**src/include/rv_decode_macros.svh**
```systemverilog
`ifndef RV_DECODE_MACROS_SVH
`define RV_DECODE_MACROS_SVH

// Datapath widths
`define RV_XLEN      32
`define RV_REG_BITS  5

// Major opcodes of the base integer set
`define OPC_LUI      7'b0110111
`define OPC_AUIPC    7'b0010111
`define OPC_JAL      7'b1101111
`define OPC_JALR     7'b1100111
`define OPC_BRANCH   7'b1100011
`define OPC_LOAD     7'b0000011
`define OPC_STORE    7'b0100011
`define OPC_OP_IMM   7'b0010011
`define OPC_OP       7'b0110011

// funct7 forms
`define F7_BASE      7'b0000000
`define F7_ALT       7'b0100000  // SUB and SRA/SRAI

// Compressed quadrants, 2'b11 marks a full-width word
`define RVC_Q0       2'b00
`define RVC_Q1       2'b01
`define RVC_Q2       2'b10

`endif

```
**src/verilog/rv_decode_pkg.sv**
```systemverilog
`default_nettype none

`include "rv_decode_macros.svh"

package rv_decode_pkg;

	typedef enum logic [3:0] {
		cls_lui,
		cls_auipc,
		cls_jal,
		cls_jalr,
		cls_branch,
		cls_load,
		cls_store,
		cls_alu_imm,
		cls_alu_reg,
		cls_none
	} insn_class_e;

	typedef enum logic [5:0] {
		op_illegal,
		op_lui, op_auipc, op_jal, op_jalr,
		op_beq, op_bne, op_blt, op_bge, op_bltu, op_bgeu,
		op_lb, op_lh, op_lw, op_lbu, op_lhu,
		op_sb, op_sh, op_sw,
		op_addi, op_slti, op_sltiu, op_xori, op_ori, op_andi,
		op_slli, op_srli, op_srai,
		op_add, op_sub, op_sll, op_slt, op_sltu,
		op_xor, op_srl, op_sra, op_or, op_and
	} rv_op_e;

	typedef struct packed {
		logic [`RV_XLEN-1:0] word;
	} fetch_t;

	typedef struct packed {
		logic [`RV_XLEN-1:0]     word;  // Already expanded to 32 bits
		insn_class_e             cls;
		logic [`RV_REG_BITS-1:0] rd;
		logic [`RV_REG_BITS-1:0] rs1;
		logic [`RV_REG_BITS-1:0] rs2;
		logic                    compressed;
	} class_stage_t;

	typedef struct packed {
		rv_op_e                  op;
		logic [`RV_REG_BITS-1:0] rd;
		logic [`RV_REG_BITS-1:0] rs1;
		logic [`RV_REG_BITS-1:0] rs2;
		logic [`RV_XLEN-1:0]     imm;
		logic                    compressed;
	} decoded_t;

endpackage

`default_nettype wire

```
**src/verilog/rvc_expander.sv**
```systemverilog
`default_nettype none

`include "rv_decode_macros.svh"

module rvc_expander (
	input  logic [`RV_XLEN-1:0] word,
	output logic [`RV_XLEN-1:0] expanded_word,
	output logic                compressed
);

	logic [15:0]         c;
	logic [4:0]          rd_full;
	logic [4:0]          rs2_full;
	logic [4:0]          rdp;
	logic [4:0]          rs1p;
	logic                ci_zero;
	logic [11:0]         imm_ci;
	logic [11:0]         imm_4spn;
	logic [11:0]         imm_lw;
	logic [11:0]         imm_16sp;
	logic [11:0]         imm_lwsp;
	logic [11:0]         imm_swsp;
	logic [19:0]         imm_lui;
	logic [20:0]         imm_cj;
	logic [12:0]         imm_cb;
	logic [`RV_XLEN-1:0] c_word;

	assign c        = word[15:0];
	assign rd_full  = c[11:7];
	assign rs2_full = c[6:2];
	assign rdp      = {2'b01, c[4:2]};  // x8..x15
	assign rs1p     = {2'b01, c[9:7]};
	assign ci_zero  = ({c[12], c[6:2]} == 6'd0);

	// Scrambled immediates, widened to the RV32I field sizes
	assign imm_ci   = {{6{c[12]}}, c[12], c[6:2]};
	assign imm_4spn = {2'b00, c[10:7], c[12:11], c[5], c[6], 2'b00};
	assign imm_lw   = {5'b00000, c[5], c[12:10], c[6], 2'b00};
	assign imm_16sp = {{3{c[12]}}, c[4:3], c[5], c[2], c[6], 4'b0000};
	assign imm_lwsp = {4'b0000, c[3:2], c[12], c[6:4], 2'b00};
	assign imm_swsp = {4'b0000, c[8:7], c[12:9], 2'b00};
	assign imm_lui  = {{14{c[12]}}, c[12], c[6:2]};
	assign imm_cj   = {{9{c[12]}}, c[12], c[8], c[10:9], c[6], c[7], c[2], c[11], c[5:3], 1'b0};
	assign imm_cb   = {{4{c[12]}}, c[12], c[6:5], c[2], c[11:10], c[4:3], 1'b0};

	always_comb begin
		c_word = '0;  // Reserved encodings stay zero
		case (c[1:0])
			`RVC_Q0: begin
				case (c[15:13])
					3'b000: if (imm_4spn != 12'd0)  // C.ADDI4SPN
						c_word = {imm_4spn, 5'd2, 3'b000, rdp, `OPC_OP_IMM};
					3'b010: c_word = {imm_lw, rs1p, 3'b010, rdp, `OPC_LOAD};  // C.LW
					3'b110: c_word = {imm_lw[11:5], rdp, rs1p, 3'b010, imm_lw[4:0], `OPC_STORE};
					default: c_word = '0;
				endcase
			end
			`RVC_Q1: begin
				case (c[15:13])
					3'b000: c_word = {imm_ci, rd_full, 3'b000, rd_full, `OPC_OP_IMM};  // C.ADDI
					3'b001: c_word = {imm_cj[20], imm_cj[10:1], imm_cj[11], imm_cj[19:12],
						5'd1, `OPC_JAL};
					3'b010: c_word = {imm_ci, 5'd0, 3'b000, rd_full, `OPC_OP_IMM};  // C.LI
					3'b011: begin
						if (ci_zero)
							c_word = '0;
						else if (rd_full == 5'd2)  // C.ADDI16SP
							c_word = {imm_16sp, 5'd2, 3'b000, 5'd2, `OPC_OP_IMM};
						else
							c_word = {imm_lui, rd_full, `OPC_LUI};
					end
					3'b100: begin
						case (c[11:10])
							2'b00: if (!c[12])  // C.SRLI
								c_word = {`F7_BASE, c[6:2], rs1p, 3'b101, rs1p, `OPC_OP_IMM};
							2'b01: if (!c[12])  // C.SRAI
								c_word = {`F7_ALT, c[6:2], rs1p, 3'b101, rs1p, `OPC_OP_IMM};
							2'b10: c_word = {imm_ci, rs1p, 3'b111, rs1p, `OPC_OP_IMM};
							default: begin
								if (!c[12]) begin
									case (c[6:5])
										2'b00: c_word = {`F7_ALT, rdp, rs1p, 3'b000, rs1p, `OPC_OP};
										2'b01: c_word = {`F7_BASE, rdp, rs1p, 3'b100, rs1p, `OPC_OP};
										2'b10: c_word = {`F7_BASE, rdp, rs1p, 3'b110, rs1p, `OPC_OP};
										default: c_word = {`F7_BASE, rdp, rs1p, 3'b111, rs1p, `OPC_OP};
									endcase
								end
							end
						endcase
					end
					3'b101: c_word = {imm_cj[20], imm_cj[10:1], imm_cj[11], imm_cj[19:12],
						5'd0, `OPC_JAL};  // C.J
					3'b110: c_word = {imm_cb[12], imm_cb[10:5], 5'd0, rs1p, 3'b000,
						imm_cb[4:1], imm_cb[11], `OPC_BRANCH};
					default: c_word = {imm_cb[12], imm_cb[10:5], 5'd0, rs1p, 3'b001,
						imm_cb[4:1], imm_cb[11], `OPC_BRANCH};  // C.BNEZ
				endcase
			end
			`RVC_Q2: begin
				case (c[15:13])
					3'b000: if (!c[12])  // C.SLLI
						c_word = {`F7_BASE, c[6:2], rd_full, 3'b001, rd_full, `OPC_OP_IMM};
					3'b010: if (rd_full != 5'd0)  // C.LWSP
						c_word = {imm_lwsp, 5'd2, 3'b010, rd_full, `OPC_LOAD};
					3'b100: begin
						if (!c[12]) begin
							if (rs2_full == 5'd0) begin
								if (rd_full != 5'd0)  // C.JR
									c_word = {12'd0, rd_full, 3'b000, 5'd0, `OPC_JALR};
							end else begin
								c_word = {`F7_BASE, rs2_full, 5'd0, 3'b000, rd_full, `OPC_OP};
							end
						end else if (rs2_full == 5'd0) begin
							if (rd_full != 5'd0)  // C.JALR, the rd=0 slot is EBREAK
								c_word = {12'd0, rd_full, 3'b000, 5'd1, `OPC_JALR};
						end else begin
							c_word = {`F7_BASE, rs2_full, rd_full, 3'b000, rd_full, `OPC_OP};
						end
					end
					3'b110: c_word = {imm_swsp[11:5], rs2_full, 5'd2, 3'b010, imm_swsp[4:0],
						`OPC_STORE};  // C.SWSP
					default: c_word = '0;
				endcase
			end
			default: c_word = '0;
		endcase
	end

	assign compressed    = (word[1:0] != 2'b11);
	assign expanded_word = compressed ? c_word : word;

endmodule

`default_nettype wire

```
**src/verilog/opcode_classifier.sv**
```systemverilog
`default_nettype none

`include "rv_decode_macros.svh"

module opcode_classifier (
	input  logic                        clk,
	input  logic                        resetn,
	input  logic                        s1_load,
	input  logic [`RV_XLEN-1:0]         expanded_word,
	input  logic                        compressed,
	output rv_decode_pkg::class_stage_t stage1
);

	rv_decode_pkg::insn_class_e  cls_n;
	rv_decode_pkg::class_stage_t stage_n;
	logic                        reg_known;

	always_comb begin
		case (expanded_word[6:0])
			`OPC_LUI:    cls_n = rv_decode_pkg::cls_lui;
			`OPC_AUIPC:  cls_n = rv_decode_pkg::cls_auipc;
			`OPC_JAL:    cls_n = rv_decode_pkg::cls_jal;
			`OPC_JALR:   cls_n = (expanded_word[14:12] == 3'b000) ?
				rv_decode_pkg::cls_jalr : rv_decode_pkg::cls_none;
			`OPC_BRANCH: cls_n = rv_decode_pkg::cls_branch;
			`OPC_LOAD:   cls_n = rv_decode_pkg::cls_load;
			`OPC_STORE:  cls_n = rv_decode_pkg::cls_store;
			`OPC_OP_IMM: cls_n = rv_decode_pkg::cls_alu_imm;
			`OPC_OP:     cls_n = rv_decode_pkg::cls_alu_reg;
			default:     cls_n = rv_decode_pkg::cls_none;
		endcase
	end

	always_comb begin
		stage_n.word       = expanded_word;
		stage_n.cls        = cls_n;
		stage_n.rd         = expanded_word[11:7];
		stage_n.rs1        = expanded_word[19:15];
		stage_n.rs2        = expanded_word[24:20];
		stage_n.compressed = compressed;
	end

	always_ff @(posedge clk) begin
		if (!resetn) begin
			stage1.cls <= rv_decode_pkg::cls_none;
		end else if (s1_load) begin
			stage1 <= stage_n;
		end
	end

	// Registered opcode recognised, jalr only with funct3 zero
	assign reg_known = (stage1.word[6:0] inside {`OPC_LUI, `OPC_AUIPC, `OPC_JAL, `OPC_JALR,
		`OPC_BRANCH, `OPC_LOAD, `OPC_STORE, `OPC_OP_IMM, `OPC_OP}) &&
		!(stage1.word[6:0] == `OPC_JALR && stage1.word[14:12] != 3'b000);

	a_class_known: assert property (@(posedge clk) disable iff (!resetn)
		s1_load |=> reg_known == (stage1.cls != rv_decode_pkg::cls_none))
		else $error("class does not match registered opcode %h", stage1.word[6:0]);

endmodule

`default_nettype wire

```
**src/verilog/insn_decoder.sv**
```systemverilog
`default_nettype none

`include "rv_decode_macros.svh"

module insn_decoder (
	input  logic                        clk,
	input  logic                        resetn,
	input  logic                        s2_load,
	input  rv_decode_pkg::class_stage_t stage1,
	output rv_decode_pkg::decoded_t     dec
);

	logic [`RV_XLEN-1:0]  w;
	logic [2:0]           f3;
	logic [6:0]           f7;
	logic [`RV_XLEN-1:0]  imm_i, imm_s, imm_b, imm_u, imm_j;
	rv_decode_pkg::rv_op_e op_n;
	logic [`RV_XLEN-1:0]  imm_n;

	assign w  = stage1.word;
	assign f3 = w[14:12];
	assign f7 = w[31:25];

	assign imm_i = {{20{w[31]}}, w[31:20]};
	assign imm_s = {{20{w[31]}}, w[31:25], w[11:7]};
	assign imm_b = {{19{w[31]}}, w[31], w[7], w[30:25], w[11:8], 1'b0};
	assign imm_u = {w[31:12], 12'b0};
	assign imm_j = {{11{w[31]}}, w[31], w[19:12], w[20], w[30:21], 1'b0};

	always_comb begin
		op_n  = rv_decode_pkg::op_illegal;
		imm_n = '0;  // R-type and unknown words carry no immediate
		case (stage1.cls)
			rv_decode_pkg::cls_lui: begin
				op_n  = rv_decode_pkg::op_lui;
				imm_n = imm_u;
			end
			rv_decode_pkg::cls_auipc: begin
				op_n  = rv_decode_pkg::op_auipc;
				imm_n = imm_u;
			end
			rv_decode_pkg::cls_jal: begin
				op_n  = rv_decode_pkg::op_jal;
				imm_n = imm_j;
			end
			rv_decode_pkg::cls_jalr: begin
				op_n  = rv_decode_pkg::op_jalr;
				imm_n = imm_i;
			end
			rv_decode_pkg::cls_branch: begin
				imm_n = imm_b;
				case (f3)
					3'b000:  op_n = rv_decode_pkg::op_beq;
					3'b001:  op_n = rv_decode_pkg::op_bne;
					3'b100:  op_n = rv_decode_pkg::op_blt;
					3'b101:  op_n = rv_decode_pkg::op_bge;
					3'b110:  op_n = rv_decode_pkg::op_bltu;
					3'b111:  op_n = rv_decode_pkg::op_bgeu;
					default: op_n = rv_decode_pkg::op_illegal;
				endcase
			end
			rv_decode_pkg::cls_load: begin
				imm_n = imm_i;
				case (f3)
					3'b000:  op_n = rv_decode_pkg::op_lb;
					3'b001:  op_n = rv_decode_pkg::op_lh;
					3'b010:  op_n = rv_decode_pkg::op_lw;
					3'b100:  op_n = rv_decode_pkg::op_lbu;
					3'b101:  op_n = rv_decode_pkg::op_lhu;
					default: op_n = rv_decode_pkg::op_illegal;
				endcase
			end
			rv_decode_pkg::cls_store: begin
				imm_n = imm_s;
				case (f3)
					3'b000:  op_n = rv_decode_pkg::op_sb;
					3'b001:  op_n = rv_decode_pkg::op_sh;
					3'b010:  op_n = rv_decode_pkg::op_sw;
					default: op_n = rv_decode_pkg::op_illegal;
				endcase
			end
			rv_decode_pkg::cls_alu_imm: begin
				imm_n = imm_i;  // Shifts keep funct7 in the upper bits
				case (f3)
					3'b000: op_n = rv_decode_pkg::op_addi;
					3'b010: op_n = rv_decode_pkg::op_slti;
					3'b011: op_n = rv_decode_pkg::op_sltiu;
					3'b100: op_n = rv_decode_pkg::op_xori;
					3'b110: op_n = rv_decode_pkg::op_ori;
					3'b111: op_n = rv_decode_pkg::op_andi;
					3'b001: if (f7 == `F7_BASE) op_n = rv_decode_pkg::op_slli;
					default: begin
						if (f7 == `F7_BASE)
							op_n = rv_decode_pkg::op_srli;
						else if (f7 == `F7_ALT)
							op_n = rv_decode_pkg::op_srai;
					end
				endcase
			end
			rv_decode_pkg::cls_alu_reg: begin
				if (f7 == `F7_BASE) begin
					case (f3)
						3'b000:  op_n = rv_decode_pkg::op_add;
						3'b001:  op_n = rv_decode_pkg::op_sll;
						3'b010:  op_n = rv_decode_pkg::op_slt;
						3'b011:  op_n = rv_decode_pkg::op_sltu;
						3'b100:  op_n = rv_decode_pkg::op_xor;
						3'b101:  op_n = rv_decode_pkg::op_srl;
						3'b110:  op_n = rv_decode_pkg::op_or;
						default: op_n = rv_decode_pkg::op_and;
					endcase
				end else if (f7 == `F7_ALT && f3 == 3'b000) begin
					op_n = rv_decode_pkg::op_sub;
				end else if (f7 == `F7_ALT && f3 == 3'b101) begin
					op_n = rv_decode_pkg::op_sra;
				end
			end
			default: op_n = rv_decode_pkg::op_illegal;
		endcase
	end

	always_ff @(posedge clk) begin
		if (!resetn) begin
			dec.op <= rv_decode_pkg::op_illegal;
		end else if (s2_load) begin
			dec.op         <= op_n;
			dec.rd         <= stage1.rd;
			dec.rs1        <= stage1.rs1;
			dec.rs2        <= stage1.rs2;
			dec.imm        <= imm_n;
			dec.compressed <= stage1.compressed;
		end
	end

endmodule

`default_nettype wire

```
**src/verilog/decode_control.sv**
```systemverilog
`default_nettype none

module decode_control (
	input  logic clk,
	input  logic resetn,
	input  logic fetch_valid,
	output logic s1_load,
	output logic s2_load,
	output logic dec_valid
);

	logic s1_valid;
	logic s2_valid;

	// Two-deep valid pipe, never stalls
	always_ff @(posedge clk) begin
		if (!resetn) begin
			s1_valid <= 1'b0;
			s2_valid <= 1'b0;
		end else begin
			s1_valid <= fetch_valid;
			s2_valid <= s1_valid;
		end
	end

	assign s1_load   = fetch_valid;
	assign s2_load   = s1_valid;
	assign dec_valid = s2_valid;

	// Every output strobe traces back to a fetch two edges earlier
	a_dec_latency: assert property (@(posedge clk) disable iff (!resetn)
		dec_valid |-> $past(fetch_valid, 2))
		else $error("dec_valid without fetch_valid two cycles earlier");

	a_reset_clear: assert property (@(posedge clk)
		!resetn |=> !s1_valid && !s2_valid)
		else $error("stage valid high after reset cycle");

endmodule

`default_nettype wire

```
**src/verilog/rv_decode_top.sv**
```systemverilog
`default_nettype none

`include "rv_decode_macros.svh"

module rv_decode_top (
	input  logic                    clk,
	input  logic                    resetn,
	input  logic                    fetch_valid,
	input  rv_decode_pkg::fetch_t   fetch,
	output logic                    dec_valid,
	output rv_decode_pkg::decoded_t dec
);

	logic                        s1_load;
	logic                        s2_load;
	logic [`RV_XLEN-1:0]         expanded_word;
	logic                        compressed;
	rv_decode_pkg::class_stage_t stage1;

	decode_control u_ctrl (
		.clk         (clk),
		.resetn      (resetn),
		.fetch_valid (fetch_valid),
		.s1_load     (s1_load),
		.s2_load     (s2_load),
		.dec_valid   (dec_valid)
	);

	rvc_expander u_expand (
		.word          (fetch.word),
		.expanded_word (expanded_word),
		.compressed    (compressed)
	);

	opcode_classifier u_class (
		.clk           (clk),
		.resetn        (resetn),
		.s1_load       (s1_load),
		.expanded_word (expanded_word),
		.compressed    (compressed),
		.stage1        (stage1)
	);

	insn_decoder u_dec (
		.clk     (clk),
		.resetn  (resetn),
		.s2_load (s2_load),
		.stage1  (stage1),
		.dec     (dec)
	);

endmodule

`default_nettype wire

```
**config.mk**
```make
export PLATFORM = sky130hd
export DESIGN_NAME = rv_decode_top
export DESIGN_NICKNAME = d
export VERILOG_FILES = /design/src/verilog/rv_decode_pkg.sv /design/src/verilog/rvc_expander.sv /design/src/verilog/opcode_classifier.sv /design/src/verilog/insn_decoder.sv /design/src/verilog/decode_control.sv /design/src/verilog/rv_decode_top.sv
export VERILOG_INCLUDE_DIRS = /design/src /design/src/include
export SDC_FILE = /design/constraint.sdc
export NUM_CORES = 1
export LEC_CHECK = 0
export ABC_AREA = 1
export BUFFER_PORTS_ARGS = -buffer_cell sky130_fd_sc_hd__buf_2
export CORE_ASPECT_RATIO = 2
export CORE_MARGIN = 5
export CORE_UTILIZATION = 58
export CTS_CLUSTER_SIZE = 40
export DETAILED_ROUTE_END_ITERATION = 8
export HOLD_SLACK_MARGIN = 0.08
export PLACE_DENSITY_LB_ADDON = 0.25
export SYNTH_ARGS = -nofsm -noshare
export SYNTH_HDL_FRONTEND = slang
export SYNTH_HIERARCHICAL = 1
export SYNTH_SLANG_ARGS = --single-unit
```
**constraint.sdc**
```tcl
create_clock -name clk -period 2.5 [get_ports clk]
set_input_delay 0.375 -clock clk [delete_from_list [all_inputs] [get_ports clk]]
set_output_delay 0.375 -clock clk [all_outputs]
set_load 0.005 [all_outputs]
```
# Word-level counts from Yosys, hierarchy flattened
# Index checks and enable logic that the tools add are counted.
[totals]
reg_bits = 108
latch_bits = 0
mem_bits_rw = 0
romBits = 0
input_bits = 35
output_inout_bits = 55
wordCells = 106
memories = 0
[classes]
n_addsub = 0
multipliers = 0
n_div = 0
n_lt_le_gt_ge = 0
n_eq_ne = 39
shifts = 0
muxes = 35
bitwise = 0
n_reduce_logical = 18
[op_table]
columns = ["cell", "count"]
rows = [
  ["case mux 32 bit (7 select lines)", 1],
  ["case mux 32 bit (3 select lines)", 2],
  ["case mux 32 bit (5 select lines)", 1],
  ["case mux 32 bit (4 select lines)", 1],
  ["2-to-1 mux 25 bit", 5],
  ["case mux 31 bit (3 select lines)", 1],
  ["case mux 30 bit (3 select lines)", 1],
  ["case mux 6 bit (7 select lines)", 2],
  ["2-to-1 mux 32 bit", 2],
  ["2-to-1 mux 31 bit", 2],
  ["case mux 6 bit (9 select lines)", 1],
  ["2-to-1 mux 20 bit", 2],
  ["case mux 4 bit (9 select lines)", 1],
  ["2-to-1 mux 30 bit", 1],
  ["2-to-1 mux 29 bit", 1],
  ["== test 7 x 6 -> 1 bit (second input constant)", 4],
  ["2-to-1 mux 28 bit", 1],
  ["2-to-1 mux 6 bit", 4],
  ["case mux 4 bit (6 select lines)", 1],
  ["== test 3 bit (second input constant)", 7],
  ["== test 7 bit (second input constant)", 3],
  ["case mux 4 bit (5 select lines)", 1],
  ["== test 4 x 3 -> 1 bit (second input constant)", 4],
  ["case mux 5 bit (3 select lines)", 1],
  ["other kinds (25)", 42],
]

# Longest topological paths before layout
[logic_depth]
depth_word = 10
depth_mapped = 18
depth_no_buf = 17

# By module
# Netlist, hierarchy kept.
[modules_own_cells]
columns = ["mod", "instances", "cells_each", "area_each_um2", "seq_area_each_um2"]
rows = [
  ["insn_decoder", 1, 260, 2541.2, 1561.5],
  ["rvc_expander", 1, 358, 1745.4, 0.0],
  ["opcode_classifier", 1, 109, 1432.6, 1071.0],
  ["decode_control", 1, 7, 62.6, 40.0],
]

# Worst setup path before layout
# No wires, ideal clock.
[synth_path]
path_type = "input port to flip-flop"
from = "input port fetch[10] (netlist bit)"
to = "register u_class/stage1[16] (netlist name)"
arrival_time_ns = 1.934
required_time_ns = 2.385
setup_slack_ns = 0.452
path_stages = 15
cell_sequence = "buf_2 > nor2_4 > nand3_1 > buf_2 > and3_1 > o21ai_1 > nand3_1 > inv_1 > nand2_1 > nor2_1 > o21ai_0 > nand2_1 > nand3_1 > nand2_1 > nand2_1"
[synth_via]
elab_chain_cells = 9
[synth_rtl]
columns = ["item", "line", "rtl"]
rows = [
  ["start, declared", "rv_decode_top.sv:9", "input rv_decode_pkg::fetch_t fetch,"],
  ["nonzero test 5 bit", "rvc_expander.sv:108, rvc_expander.sv:114", ""],
  ["2-to-1 mux 20 bit (on tied branches)", "rvc_expander.sv:108, rvc_expander.sv:114", ""],
  ["2-to-1 mux 25 bit (on tied branches)", "rvc_expander.sv:107, rvc_expander.sv:113", ""],
  ["2-to-1 mux 25 bit", "rvc_expander.sv:106", "if (!c[12]) begin"],
  ["case mux 32 bit (4 select lines)", "rvc_expander.sv:100", "case (c[15:13])"],
  ["case mux 32 bit (3 select lines) *", "rvc_expander.sv:48", "case (c[1:0])"],
  ["2-to-1 mux 32 bit *", "rvc_expander.sv:130", "assign expanded_word = compressed ? c_word : word;"],
  ["named net expanded_word[2]", "rv_decode_top.sv:16", "logic [`RV_XLEN-1:0] expanded_word;"],
  ["== test 7 x 6 -> 1 bit (tied with other cells)", "opcode_classifier.sv:19", "case (expanded_word[6:0])"],
  ["case mux 4 bit (9 select lines) *", "opcode_classifier.sv:19", ""],
]
# The timed path passes the listed nets; every way through them passes the cells marked *.
# A chain may end at the register's enable or synchronous reset.

# Worst setup path after layout
[layout_path]
from = "input port fetch[13] (netlist bit)"
to = "register u_class/stage1[16] (netlist name)"
[layout_via]
elab_chain_cells = 6
[layout_rtl]
columns = ["item", "line", "rtl"]
rows = [
  ["== test 3 bit (tied with other cells)", "rvc_expander.sv:50, rvc_expander.sv:59, rvc_expander.sv:100", ""],
  ["case mux 32 bit (7 select lines) (tied with other cells)", "rvc_expander.sv:59", "case (c[15:13])"],
  ["case mux 32 bit (3 select lines) *", "rvc_expander.sv:48", ""],
  ["2-to-1 mux 32 bit *", "rvc_expander.sv:130", ""],
  ["named net expanded_word[1]", "rv_decode_top.sv:16", ""],
  ["== test 7 x 6 -> 1 bit (tied with other cells)", "opcode_classifier.sv:19", ""],
  ["case mux 4 bit (9 select lines) *", "opcode_classifier.sv:19", ""],
]
# Marks and branches as above.

==> impl_summary.txt <==
----------------------------------------------------
[Outcome]
  Status ... finished, final reports clean

[Min path]
  Worst hold-check path type ... input pin to flop
  Min-Delay Endpoint ... u_class/stage1[41]$_DFFE_PP_
  Hold path startpoint ... fetch[21]
  Worst Hold Path Cells ... 3

[Place]
  Global placer's final weighted congestion ... 1.19
  Post-DP Area ... 6200 um^2
  Half-perimeter wire length after detailed placement ... 16500 um
  Count of input and output buffers ... 89

[CTS]
  Max clock buf depth ... 2
  TritonCTS clock tree ... done
  Cts hold-fix bufs ... 0
  Total setup buffers inserted after CTS ... 0
  Clock net sink count ... 86
  Number of CTS-inserted buffers ... 9
  Clock root buffer master ... clkbuf_16
  Count of instances resized after the clock tree is built ... 0
  Worst-Skew Late Latency ... 0.34 ns
  Level count of the clock H-tree ... 3
  Clock input transition at the sequential cells of the worst setup and hold paths ... 0.07 ns

[Floorplanning]
  DIE AREA ... 11800 um^2
  Rows ... 50
  Vertical extent of the die ... 149 um
  Effective utilization at floorplan ... 0.594
  Area of the core region ... 9380 um^2
  Horiz. Die Dim ... 79.3 um
  Number of I/O pins ... 90

[Finish]
  Fillers ... 779
  Layout cells sized above 1 ... 0.253
  Final layout net count ... 867
  Fraction of the core area covered by cells at the end of the flow ... 0.693
  Area Overhead vs Synth ... 16.8%
  Diode count ... 0
  Final instance area ... 6510 um^2

[STA]
  Maximum operating frequency ... 0.454 GHz
  Max Clock Skew ... 0.00903 ns
  Final critical delay including setup and external delays ... 2.20 ns
  Final clock period utilization by the worst path ... 0.881
  Worst relative slew slack ... 0.604
  Final-report hold violation count ... 0
  Final-report max-slew violation count ... 0
  Unrepaired setup endpoints after global routing ... false
  Worst-Margin Slew ... 0.595 ns
  Setup TNS ... 0 ns
  Worst hold margin ... 0.328 ns
  Total setup violations reported at the end of the flow ... 0

[Pwr]
  Static leakage power ... 3.00 nW
  Final Power ... 3.65 mW
  Maximum resistive drop on vdd ... 0.409 mV
  PwrDens ... 561 nW/um^2

[Global route]
  Maximum number of pins on one net before global-route repair ... 49
  Total GRT Usage ... 0.390
  Routing layer with the top usage in global route ... met2
  Vias in the first global route ... 6023
  GR Util met2 ... 0.672
  Met1 global-route usage ... 0.347
  First-pass GRT wire length ... 33300 um
  Met3 Usage GRT ... 0.110
  Initial antenna violation count ... 0
  Global route total overflow ... 0

[Flow run]
  Max-cap violation count ... 0

[Drt]
  Number of routed nets with antenna violations ... 0
  Initial drt markers ... 551
  Number of design rule violations left after detail routing ... 0
  Routed wire per std cell ... 23.8 um
  Total vias in the final route ... 6047
  Detailed-route vias per instance ... 6.43
  DRT Pass-1 Iters ... 5
  Total wirelength of the detailed-routed design ... 22400 um

[Logic synthesis]
  Yosys synthesis warning count ... 6
  Count of mapped cells out of synthesis ... 727
  Post-synthesis cell area ... 5570 um^2
  Mean Syn Cell Area ... 7.66 um^2
  Net Count, Synth ... 762

[Setup path]
  Setup crit end kind ... flop
  Worst endpoint data arrival time ... 2.43 ns
  Register-to-Register Setup Slack ... 0.85 ns
  Launching element type of the critical path ... input pin
  Worst R2R Start ... u_class/stage1[19]$_SDFFE_PN1P_
  Startpoint of the most critical setup path ... fetch[13]
  Worst setup path category ... input pin to flop
  Data required time of the worst path ... 2.72 ns
  Worst Reg2Reg Path Length in Cells ... 5
  Worst R2R End ... u_dec/dec[15]$_DFFE_PP_
  Critical Path Fanout Max ... 9

----------------------------------------------------
[cell usage in the layout, fill, tap and decap left out, types with 4 or more instances in the layout]
cell type and instances:
clkbuf_16 9, inv_2 18, nand4_1 13, nor2_1 63, nand2_1 195, nand3_1 76
inv_1 62, dfxtp_1 12, a21oi_1 43, o211ai_1 8, o21ai_0 43, nand2_2 13
nor2_4 12, buf_4 40, o22ai_1 4, nand3_2 8, nor3_1 5, edfxtp_1 74
o21ai_1 13, buf_2 89, nor2_2 8
[layout make-up]
type / instances / area [um^2] / area share
Tap cell: 104 / 130 / 0.0200
Timing Repair Buffer: 129 / 746 / 0.115
Clock inverter: 7 / 78.8 / 0.0121
Inverter: 84 / 320 / 0.0492
Clock buffer: 9 / 225 / 0.0346
Multi-Input combinational cell: 522 / 2540 / 0.391
Sequential cell: 86 / 2460 / 0.378
[through the flow]
step	setup WS [ns]	cells
floorplan	0.470	727
global placement	0.165	925
detailed placement	0.0173	925
CTS	0.354	941
global route	0.134	941
finish	0.298	941
[power breakdown]
group / switching [mW] / internal (mW) / total [mW]
logic: 0.438 / 0.184 / 0.622
registers: 0.0467 / 1.63 / 1.68
clock network: 0.566 / 0.788 / 1.35
[worst max path at each step]
stage                                                 end  slack [ns]
final                     u_class/stage1[16]$_SDFFE_PN1P_        0.30
after global routing      u_class/stage1[16]$_SDFFE_PN1P_        0.13
after CTS                 u_class/stage1[16]$_SDFFE_PN1P_        0.35
after detailed placement  u_class/stage1[16]$_SDFFE_PN1P_        0.02
after global placement    u_class/stage1[16]$_SDFFE_PN1P_        0.16
after floorplan           u_class/stage1[16]$_SDFFE_PN1P_        0.47
[flip-flops by register name (all words and copies together) (netlist names)]
name and flops:
u_class/stage1 30, u_ctrl/dec_valid 1, u_ctrl/s2_load 1, u_dec/dec 54
[critical path, cell delays in order]
cell and delay, ns:
buf_2 0.26, nand2_1 0.14, nor2_4 0.27, nand2_2 0.17, nand3_2 0.13, nand2_1 0.11, nand3_1 0.15, nand2_2 0.09
nor2_1 0.24, o21ai_0 0.18, nand2_1 0.11, nand3_1 0.06, nand2_1 0.07, nand2_1 0.05
[layer usage]
layer | share of wire | wire length [um]
met5 | 0 | 0
met4 | 0.11 | 2510
met3 | 0.10 | 2350
met2 | 0.50 | 11300
met1 | 0.28 | 6240
(Power assumes the default switching activity.)
